<file path="src/common/tsconf_params.svh">
`ifndef TSCONF_PARAMS_SVH
`define TSCONF_PARAMS_SVH

// port decode
`define TS_XTPORT_LO 8'hAF
`define TS_FE_PORT 8'hFE

// im2 vectors
`define TS_IM2_FRM 8'hFF
`define TS_IM2_LIN 8'hFD

// raster timing
`define TS_LINE_CLKS 448    // fclk cycles per line
`define TS_FRAME_LINES 320
`define TS_INT_LEN 32       // max int_n width in zpos strobes

// fclk cycles per cpu clock
`define TS_DIV_3M5 8
`define TS_DIV_7M 4
`define TS_DIV_14M 2

`endif

</file>
<file path="src/common/tsconf_pkg.sv">
package tsconf_pkg;

  // bus events after synchronization into fclk
  typedef struct packed {
    logic iord_s;    // start of io read
    logic iowr_s;    // start of io write
    logic intack_s;  // start of int acknowledge
    logic iord;      // level, whole read cycle
    logic intack;    // level, m1 with iorq
  } bus_strobes_t;

  typedef struct packed {
    logic [4:0] spare;
    logic       tape_sound;  // mix tape input into beeper
    logic [1:0] turbo;       // 00 3.5, 01 7, 1x 14 MHz
  } sysconf_t;

  typedef struct packed {
    logic [5:0] spare;
    logic       line;
    logic       frame;
  } intmask_t;

  // one-cycle start pulses from the raster timer
  typedef struct packed {
    logic frame;
    logic line;
  } int_src_t;

  // register number in the high address byte of #xxAF
  typedef enum logic [7:0] {
    XT_BORDER  = 8'h0F,
    XT_SYSCONF = 8'h20,
    XT_INTMASK = 8'h2A
  } xt_reg_e;

endpackage

</file>
<file path="src/verilog/zbus_sync.sv">
module zbus_sync (
  input  logic                     fclk,
  input  logic                     reset,
  input  logic                     iorq_n,
  input  logic                     rd_n,
  input  logic                     wr_n,
  input  logic                     m1_n,
  output tsconf_pkg::bus_strobes_t strobes
);

  logic [3:0] sync1;
  logic [3:0] sync2;
  logic       iorq;
  logic       rd;
  logic       wr;
  logic       m1;
  logic       iord_c;
  logic       iowr_c;
  logic       intack_c;
  logic       iowr_q;

  always_ff @(posedge fclk) begin
    if (reset) begin
      sync1 <= 4'hF;  // idle bus
      sync2 <= 4'hF;
    end else begin
      sync1 <= {iorq_n, rd_n, wr_n, m1_n};
      sync2 <= sync1;
    end
  end

  assign {iorq, rd, wr, m1} = ~sync2;

  assign iord_c   = iorq & rd & ~m1;
  assign iowr_c   = iorq & wr & ~m1;
  assign intack_c = iorq & m1;  // m1 with iorq, no rd in that cycle

  always_ff @(posedge fclk) begin
    if (reset) begin
      strobes <= '0;
      iowr_q  <= 1'b0;
    end else begin
      strobes.iord_s   <= iord_c & ~strobes.iord;
      strobes.iowr_s   <= iowr_c & ~iowr_q;
      strobes.intack_s <= intack_c & ~strobes.intack;
      strobes.iord     <= iord_c;
      strobes.intack   <= intack_c;
      iowr_q           <= iowr_c;
    end
  end

  a_rd_wr_excl : assert property (@(posedge fclk) disable iff (reset)
    !(strobes.iord_s && strobes.iowr_s));

endmodule

</file>
<file path="src/verilog/zclock_div.sv">
`include "tsconf_params.svh"

module zclock_div (
  input  logic                 fclk,
  input  logic                 reset,
  input  tsconf_pkg::sysconf_t sysconf,
  output logic                 clkz_out,
  output logic                 zpos,
  output logic                 zneg
);

  logic [3:0] ratio;      // ratio of the running period
  logic [3:0] ratio_nxt;
  logic [3:0] cnt;

  always_comb begin
    case (sysconf.turbo)
      2'b00:   ratio_nxt = 4'(`TS_DIV_3M5);
      2'b01:   ratio_nxt = 4'(`TS_DIV_7M);
      default: ratio_nxt = 4'(`TS_DIV_14M);  // 11 runs at 14 MHz too
    endcase
  end

  // strobes mark the cycle before the clkz_out edge
  assign zpos = cnt == ratio - 4'd1;
  assign zneg = cnt == (ratio >> 1) - 4'd1;

  always_ff @(posedge fclk) begin
    if (reset) begin
      cnt      <= '0;
      ratio    <= 4'(`TS_DIV_3M5);
      clkz_out <= 1'b0;
    end else begin
      if (zpos) begin
        cnt   <= '0;
        ratio <= ratio_nxt;  // only at period wrap, no runt pulse
      end else begin
        cnt <= cnt + 4'd1;
      end
      if (zpos)
        clkz_out <= 1'b1;
      else if (zneg)
        clkz_out <= 1'b0;
    end
  end

  // each period has had its low phase before the next rise
  a_low_before_rise : assert property (@(posedge fclk) disable iff (reset)
    zpos |-> !clkz_out);

endmodule

</file>
<file path="src/ports/port_regs.sv">
`include "tsconf_params.svh"

module port_regs (
  input  logic                     fclk,
  input  logic                     reset,
  input  logic [15:0]              a,
  input  logic [7:0]               din,
  input  tsconf_pkg::bus_strobes_t strobes,
  input  logic                     tape_in,
  output tsconf_pkg::sysconf_t     sysconf,
  output tsconf_pkg::intmask_t     intmask,
  output logic [7:0]               border,
  output logic [7:0]               dout,
  output logic                     dout_ena,
  output logic                     beep
);

  localparam logic [7:0] FE_PORT = `TS_FE_PORT;

  logic       xt_hit;
  logic       fe_hit;
  logic       beeper;
  logic [1:0] tape_sync;
  logic [7:0] rd_data;
  logic       rd_hit;
  logic       rd_act;

  assign xt_hit = a[7:0] == `TS_XTPORT_LO;
  assign fe_hit = a[0] == FE_PORT[0];  // partial decode, a0 only

  always_comb begin
    rd_data = 8'hFF;
    rd_hit  = 1'b0;
    if (fe_hit) begin
      rd_data = {1'b1, tape_sync[1], 6'h3F};
      rd_hit  = 1'b1;
    end else if (xt_hit) begin
      rd_hit = 1'b1;
      case (a[15:8])
        tsconf_pkg::XT_BORDER:  rd_data = border;
        tsconf_pkg::XT_SYSCONF: rd_data = sysconf;
        tsconf_pkg::XT_INTMASK: rd_data = intmask;
        default:                rd_hit  = 1'b0;  // unmapped, bus left alone
      endcase
    end
  end

  always_ff @(posedge fclk) begin
    if (reset) begin
      border  <= '0;
      sysconf <= '0;
      intmask <= 8'h01;  // frame int only
      beeper  <= 1'b0;
    end else if (strobes.iowr_s) begin
      if (fe_hit) begin
        beeper      <= din[4];
        border[2:0] <= din[2:0];
      end else if (xt_hit) begin
        case (a[15:8])
          tsconf_pkg::XT_BORDER:  border  <= din;
          tsconf_pkg::XT_SYSCONF: sysconf <= din;
          tsconf_pkg::XT_INTMASK: intmask <= din;
          default: ;
        endcase
      end
    end
  end

  always_ff @(posedge fclk) begin
    if (reset)
      rd_act <= 1'b0;
    else if (strobes.iord_s)
      rd_act <= rd_hit;
    else if (!strobes.iord)
      rd_act <= 1'b0;
  end

  // data held for the whole read cycle
  always_ff @(posedge fclk) begin
    if (strobes.iord_s)
      dout <= rd_data;
  end

  always_ff @(posedge fclk) begin
    tape_sync <= {tape_sync[0], tape_in};
  end

  assign dout_ena = rd_act & strobes.iord;
  assign beep     = beeper ^ (sysconf.tape_sound & tape_sync[1]);

endmodule

</file>
<file path="src/irq/int_timer.sv">
`include "tsconf_params.svh"

module int_timer (
  input  logic                 fclk,
  input  logic                 reset,
  output tsconf_pkg::int_src_t starts
);

  logic [8:0] col;
  logic [8:0] line_cnt;
  logic       eol;
  logic       eof;

  assign eol = col == 9'(`TS_LINE_CLKS - 1);
  assign eof = line_cnt == 9'(`TS_FRAME_LINES - 1);

  always_ff @(posedge fclk) begin
    if (reset) begin
      col      <= '0;
      line_cnt <= '0;
      starts   <= '0;
    end else begin
      starts.line  <= eol;
      starts.frame <= eol & eof;  // lands on a line pulse
      if (eol) begin
        col      <= '0;
        line_cnt <= eof ? '0 : line_cnt + 9'd1;
      end else begin
        col <= col + 9'd1;
      end
    end
  end

endmodule

</file>
<file path="src/irq/int_ctrl.sv">
`include "tsconf_params.svh"

module int_ctrl (
  input  logic                     fclk,
  input  logic                     reset,
  input  tsconf_pkg::int_src_t     starts,
  input  tsconf_pkg::intmask_t     intmask,
  input  logic                     zpos,
  input  tsconf_pkg::bus_strobes_t strobes,
  output logic                     int_n,
  output logic [7:0]               im2vect
);

  logic       pend_frm;
  logic       pend_lin;
  logic       frm_go;
  logic       lin_go;
  logic       ack_frm;
  logic       ack_lin;
  logic       int_r;
  logic       vec_frm;  // vector names frame, frozen during intack
  logic [5:0] len_cnt;  // zpos strobes since int_n fell

  assign frm_go = starts.frame & intmask.frame;
  assign lin_go = starts.line & intmask.line;

  // ack goes to whatever the vector shows
  assign ack_frm = strobes.intack_s & vec_frm;
  assign ack_lin = strobes.intack_s & ~vec_frm & pend_lin;

  always_ff @(posedge fclk) begin
    if (reset) begin
      pend_frm <= 1'b0;
      pend_lin <= 1'b0;
      int_r    <= 1'b0;
      vec_frm  <= 1'b0;
      len_cnt  <= '0;
    end else begin
      pend_frm <= frm_go | (pend_frm & ~ack_frm);
      pend_lin <= lin_go | (pend_lin & ~ack_lin);
      if (!strobes.intack)
        vec_frm <= pend_frm;  // held while the cpu reads it
      if (frm_go || lin_go) begin
        int_r   <= 1'b1;
        len_cnt <= '0;
      end else if (strobes.intack_s || (zpos && len_cnt == 6'(`TS_INT_LEN - 1))) begin
        int_r <= 1'b0;  // pending stays set on timeout
      end else if (int_r && zpos) begin
        len_cnt <= len_cnt + 6'd1;
      end
    end
  end

  assign int_n   = ~int_r;
  assign im2vect = vec_frm ? `TS_IM2_FRM : `TS_IM2_LIN;

  a_int_has_src : assert property (@(posedge fclk) disable iff (reset)
    !int_n |-> (pend_frm || pend_lin));

endmodule

</file>
<file path="src/verilog/tsconf_io_top.sv">
module tsconf_io_top (
  input  logic        fclk,
  input  logic        reset,
  input  logic        iorq_n,
  input  logic        rd_n,
  input  logic        wr_n,
  input  logic        m1_n,
  input  logic        tape_in,
  input  logic [15:0] a,
  input  logic [7:0]  d,
  output logic [7:0]  zd_out,
  output logic        zd_oe,
  output logic        clkz_out,
  output logic        int_n,
  output logic        beep,
  output logic [7:0]  border
);

  tsconf_pkg::bus_strobes_t strobes;
  tsconf_pkg::sysconf_t     sysconf;
  tsconf_pkg::intmask_t     intmask;
  tsconf_pkg::int_src_t     starts;
  logic                     zpos;
  logic [7:0]               dout_ports;
  logic                     ena_ports;
  logic [7:0]               im2vect;

  zbus_sync i_zbus_sync (
    .fclk    (fclk),
    .reset   (reset),
    .iorq_n  (iorq_n),
    .rd_n    (rd_n),
    .wr_n    (wr_n),
    .m1_n    (m1_n),
    .strobes (strobes)
  );

  zclock_div i_zclock_div (
    .fclk     (fclk),
    .reset    (reset),
    .sysconf  (sysconf),
    .clkz_out (clkz_out),
    .zpos     (zpos),
    .zneg     ()
  );

  port_regs i_port_regs (
    .fclk     (fclk),
    .reset    (reset),
    .a        (a),
    .din      (d),
    .strobes  (strobes),
    .tape_in  (tape_in),
    .sysconf  (sysconf),
    .intmask  (intmask),
    .border   (border),
    .dout     (dout_ports),
    .dout_ena (ena_ports),
    .beep     (beep)
  );

  int_timer i_int_timer (
    .fclk   (fclk),
    .reset  (reset),
    .starts (starts)
  );

  int_ctrl i_int_ctrl (
    .fclk    (fclk),
    .reset   (reset),
    .starts  (starts),
    .intmask (intmask),
    .zpos    (zpos),
    .strobes (strobes),
    .int_n   (int_n),
    .im2vect (im2vect)
  );

  // vector wins during intack
  assign zd_out = strobes.intack ? im2vect : dout_ports;
  assign zd_oe  = strobes.intack | ena_ports;

endmodule

</file>
<file path="config.mk">
export PLATFORM = sky130hd
export DESIGN_NAME = tsconf_io_top
export DESIGN_NICKNAME = d
export VERILOG_FILES = /design/src/common/tsconf_pkg.sv /design/src/verilog/zbus_sync.sv /design/src/verilog/zclock_div.sv /design/src/ports/port_regs.sv /design/src/irq/int_timer.sv /design/src/irq/int_ctrl.sv /design/src/verilog/tsconf_io_top.sv
export VERILOG_INCLUDE_DIRS = /design/src /design/src/common
export SDC_FILE = /design/constraint.sdc
export NUM_CORES = 1
export LEC_CHECK = 0
export BUFFER_PORTS_ARGS = -buffer_cell sky130_fd_sc_hd__buf_2
export CAP_MARGIN = 20
export CORE_MARGIN = 1.5
export CORE_UTILIZATION = 47
export DETAILED_ROUTE_END_ITERATION = 10
export GPL_ROUTABILITY_DRIVEN = 0
export PLACE_DENSITY = 0.67
export SYNTH_ARGS = -nofsm -noshare
export SYNTH_HDL_FRONTEND = slang
export SYNTH_HIERARCHICAL = 1
export SYNTH_SLANG_ARGS = --single-unit
</file>
<file path="constraint.sdc">
create_clock -name fclk -period 2.5 [get_ports fclk]
set_input_delay 0.125 -clock fclk [delete_from_list [all_inputs] [get_ports fclk]]
set_output_delay 0.125 -clock fclk [all_outputs]
set_load 0.005 [all_outputs]
</file>
Word-level counts from Yosys, hierarchy flattened
Cells that the tools add are included.
Widths: inputs -> output; s select.
Cells by class
  $add $sub $neg: 6
  equal/unequal tests: 13
  muxes and demuxes: 19
  bitwise logic cells: 27
  reductions and logical operators: 18
Operators with widths (number)
  $pmux 8 s3: 1
  $add 9x1->9 const B: 2
  $eq 9x9->1 const B: 2
  $eq 8x6->1 const B: 2
  $and 1x1->1: 15
  $mux 7: 2
  $reduce_and 4->1: 3
  $mux 1: 9
  $mux 3: 3
  $mux 9: 1
  $eq 4x4->1: 2
  $eq 8x4->1 const B: 1
  $eq 8x8->1 const B: 1
  $mux 8: 1
  $not 1->1: 8
  $pmux 4 s2: 1
  $add 6x1->6 const B: 1
  $eq 6x5->1 const B: 1
  $ne 2x1->1 const B: 3
  $reduce_and 2->1: 3
  $reduce_or 2->1: 3
  $add 4x1->4 const B: 1
  $not 4->4: 1
  $reduce_bool 2->1: 2
  other kinds (11): 14
Word-level totals
  register bits after elaboration: 88
  output and inout port bits: 20
  logic and storage cells: 115

Depth between registers and ports, before layout
  depth after elaboration: 6
  depth in mapped cells: 9
  gate-level depth less buffers: 8

Modules after synthesis
Netlist, hierarchy kept.
Modules (own cells, without submodules)
  port_regs: times used 1, cells an instance 165, area an instance 1610.3 um^2, seq. area each 800.8 um^2
  int_timer: times used 1, cells an instance 102, area an instance 925.9 um^2, seq. area each 400.4 um^2
  zclock_div: times used 1, cells an instance 53, area an instance 490.5 um^2, seq. area each 160.2 um^2
  int_ctrl: times used 1, cells an instance 53, area an instance 474.2 um^2, seq. area each 180.2 um^2
  zbus_sync: times used 1, cells an instance 30, area an instance 405.4 um^2, seq. area each 280.3 um^2
  tsconf_io_top: times used 1, cells an instance 10, area an instance 137.6 um^2, seq. area each 0.0 um^2

Worst setup path before layout
OpenSTA, ideal clock, no wires.
  path kind: register to register
  start point: register i_zclock_div.ratio[1]
  end point: register i_int_ctrl.len_cnt[5]
  arrival: 2.063 ns
  setup slack: 0.317 ns
  stages on the path, launching flop included: 10
  path buffers: 1
  clock period less this slack: 2.183 ns
  path through: dfxtp_1 > inv_1 > ha_1 > xnor3_1 > and4_4 > buf_6 > and3b_2 > or3b_1 > xor2_1 > nor3_2
Between the ends
  word-level cells in the longest chain between the ends: 6
  elaborated cells between the ends (all ways): 7
  those cells by class: add/sub: 1; eq/ne: 1; bitwise: 1; reduce/logical: 4
RTL lines
  start: declaration: RTL line zclock_div.sv:12  | logic [3:0] ratio;
  start signal: assignment: RTL line zclock_div.sv:31  | ratio <= 4'(`TS_DIV_3M5);
  start signal: assignment: RTL line zclock_div.sv:36  | ratio <= ratio_nxt;
  $sub 4x1->4 *: RTL line zclock_div.sv:25  | assign zpos = cnt == ratio - 4'd1;
  $eq 4x4->1 *: RTL line zclock_div.sv:25
  via zpos: RTL line tsconf_io_top.sv:23  | logic zpos;
  $logic_and 1x1->1: RTL line int_ctrl.sv:46  | end else if (strobes.intack_s || (zpos && len_cnt == 6'(`TS_INT_LEN - 1))) begin
  $logic_or 1x1->1: RTL line int_ctrl.sv:46
  $not 1->1 (no line)
  $reduce_and 2->1 (no line) *
  end signal: assignment: RTL line int_ctrl.sv:49  | len_cnt <= len_cnt + 6'd1;
  end: declaration: RTL line int_ctrl.sv:22  | logic [5:0] len_cnt;
The timed path passes the listed nets; every way through them passes the cells marked *.
A chain may end at the register's enable or synchronous reset.

Final worst setup path
Same ends and word-level chain as after synthesis.

==> results by group <==
Power
  • Static Leak: 1.67 nW
  • Power Density: 581 mW/mm^2
  • Total chip power: 2.62 mW
  • VDD IR-drop max: 406 uV

Cells and area
  • P&R area growth vs syn: 12.0%
  • Share of cells above drive strength 1: 22.9%
  • Nets: 494
  • ANT cells: 0
  • Post-route insts no fill: 568

GRT
  • Overflow after GRT: 0
  • Gr usage total: 18.8%
  • Initial antenna violation count: 0
  • Global-route wire length before repair: 13.1 mm
  • Vias in the first global route: 2919
  • Largest net degree at the start of global routing: 32

Worst setup path
  • CP Data Required Time: 2.74 ns
  • Crit Reg-Reg Startpoint: i_zclock_div/ratio[1]$_SDFFE_PP0P_
  • CP Launch Type: flip-flop
  • Worst r2r path cells: 8
  • CP max-delay cell: dfxtp_1
  • Crit. End Element: flip-flop
  • Buf/Inv on CP: 1
  • Largest delay share family, worst path: simple AND/OR/NAND/NOR gates
  • Crit path kind: flip-flop to flip-flop
  • R2r setup slk: 0.22 ns
  • Worst path arrival time: 2.52 ns
  • CP Max Fanout: 9
  • CP peak stage delay: 0.43 ns
  • Reg2reg end: i_int_ctrl/len_cnt[5]$_SDFFE_PP0P_
  • CP cell instances: inv_1 > ha_1 > xnor3_1 > and4_4 > and3b_2 > or3b_1 > xor2_1 > nor3_2

Timing
  • Clock skew: 0.00887 ns
  • Final Max Slew Viols: 0
  • Setup TNS: 0 ns
  • Worst Tran Pin Value: 0.754 ns
  • Fin. Hold Viols: 0
  • RSZ-0062 raised after global routing: false
  • Final setup vio count: 0
  • Worst slew margin: 49.8%
  • Fin crit share: 91.3%
  • Fmax: 0.438 GHz
  • Hold Worst Slack: 0.0424 ns
  • Fin crit period: 2.28 ns

Clocking
  • CTS clk-pin slew, worst paths: 0.09 ns
  • Clock sinks: 87
  • Htree depth: 3
  • Hold_buf cts: 5
  • Clock Tree Buf Depth: 2
  • Buffer count from post-CTS setup fixing: 0
  • Num CTS Buffers: 9
  • Post_cts resized: 0
  • Clk_lat worst skew: 0.35 ns
  • CTS tree: yes
  • CTS root buffer: clkbuf_8

Flow run
  • Max Cap Viol: 0

Route
  • Highest metal used: met4
  • Final antenna-violating net count: 0
  • Post-DR vias/cell: 5.51
  • Routed wl met2: 3.82 mm
  • Detailed-router iteration count before antenna repair: 5
  • Number of remaining DRC errors: 0
  • DR iter-0 viols: 198
  • Met3 WL post-DR: 545 um
  • Via count: 3127
  • M1 WL: 3.74 mm
  • Drt wl/cell: 14.5 um
  • WL final: 8.22 mm

Place
  • DPL Wire Length: 5.79 mm
  • # port buffers: 50
  • Post-Place Cells: 547

Floorplanning
  • DIE AREA: 0.00913 sq mm
  • Initial Util: 48.8%
  • Num rows: 33
  • Die height: 95.6 um
  • Core area: 0.00826 sq mm
  • Die width: 95.6 um
  • IO Count: 51

Hold path
  • WHS Endpoint: i_port_regs/border[6]$_SDFFE_PP0P_
  • Cell count of the worst hold path: 3
  • Hold path start: d[6]
  • Hold Path Class: input pin to flip-flop

Logic synthesis
  • Synthesized area: 0.00403 sq mm
  • Syn Area/Cell: 9.82 sq um
  • Mapped Cells: 410
  • Synth warnings: 6

Status
  • Status: finished, final reports clean
==> worst register-to-register path, cell delays in order (launching register included) <==
cell	delay, ns
dfxtp_1	0.43
inv_1	0.07
ha_1	0.26
xnor3_1	0.28
and4_4	0.31
and3b_2	0.24
or3b_1	0.36
xor2_1	0.17
nor3_2	0.05
==> metrics by stage <==
stage,worst slack [ns],utilization [%],area [sq um]
global route,0.0993,54.6,4510
CTS,0.212,54.6,4510
finish,0.217,54.6,4510
detailed placement,0.233,51.3,4240
floorplan,0.317,-,4050
global placement,0.276,51.3,4240
==> layout make-up <==
cell class / count / area [sq um]
fillers: 769 / 3750
multi-input cells: 295 / 1990
flip-flops and latches: 87 / 1820
repair buffers: 57 / 315
well taps: 105 / 131
clock buffers: 9 / 124
clock inverters: 7 / 97.6
inverters: 8 / 30.0
==> power by group <==
part / internal (mW) / leakage (nW) / switching [mW]
Sequential: 1.42 / 0.709 / 0.0205
Combinational: 0.0522 / 0.852 / 0.0591
Clock: 0.564 / 0.105 / 0.505
==> worst max-delay path by stage <==
stage,startpoint,end,slack [ns],depth (start not counted)
2_1_floorplan,i_zclock_div/ratio[1]$_SDFFE_PP0P_,i_int_ctrl/len_cnt[5]$_SDFFE_PP0P_,0.32,9
3_3_place_gp,i_zclock_div/ratio[1]$_SDFFE_PP0P_,i_int_ctrl/len_cnt[5]$_SDFFE_PP0P_,0.28,8
3_5_place_dp,i_zclock_div/ratio[1]$_SDFFE_PP0P_,i_int_ctrl/len_cnt[5]$_SDFFE_PP0P_,0.23,8
4_1_cts,i_zclock_div/ratio[1]$_SDFFE_PP0P_,i_int_ctrl/len_cnt[5]$_SDFFE_PP0P_,0.21,8
5_1_grt,i_zclock_div/ratio[1]$_SDFFE_PP0P_,i_int_ctrl/len_cnt[5]$_SDFFE_PP0P_,0.1,8
6_report,i_zclock_div/ratio[1]$_SDFFE_PP0P_,i_int_ctrl/len_cnt[5]$_SDFFE_PP0P_,0.22,8
==> sequential cells by signal, indices dropped and copies added, names as in the netlist, 2 cells and up <==
| register | flops |
|---|---|
| i_int_ctrl/len_cnt | 6 |
| i_int_timer/col | 9 |
| i_int_timer/line_cnt | 9 |
| i_int_timer/starts | 2 |
| i_port_regs/border | 8 |
| i_port_regs/dout | 8 |
| i_port_regs/intmask | 8 |
| i_port_regs/sysconf | 8 |
| i_port_regs/tape_sync | 2 |
| i_zbus_sync/strobes | 5 |
| i_zbus_sync/sync1 | 4 |
| i_zbus_sync/sync2 | 4 |
| i_zclock_div/cnt | 4 |
| i_zclock_div/ratio | 3 |
==> layout by cell type, fill, tap and decap left out, types with 8 or more instances in the layout <==
cell / count
nor2_1: 29
nor3_1: 10
nand3_1: 32
mux2i_1: 13
clkbuf_8: 9
a21oi_1: 28
buf_2: 50
o21ai_0: 24
nand2_1: 30
mux2_4: 8
xor2_1: 15
inv_1: 8
edfxtp_1: 8
dfxtp_1: 79
==> metal layers <==
metal / up-vias / global-route usage, %
met1: 1466 / 24.0
li1: 1563 / -
met5: - / 0
met2: 86 / 29.0
met4: 0 / 7.48
met3: 12 / 6.38
Power figures use the tool's default switching activity.
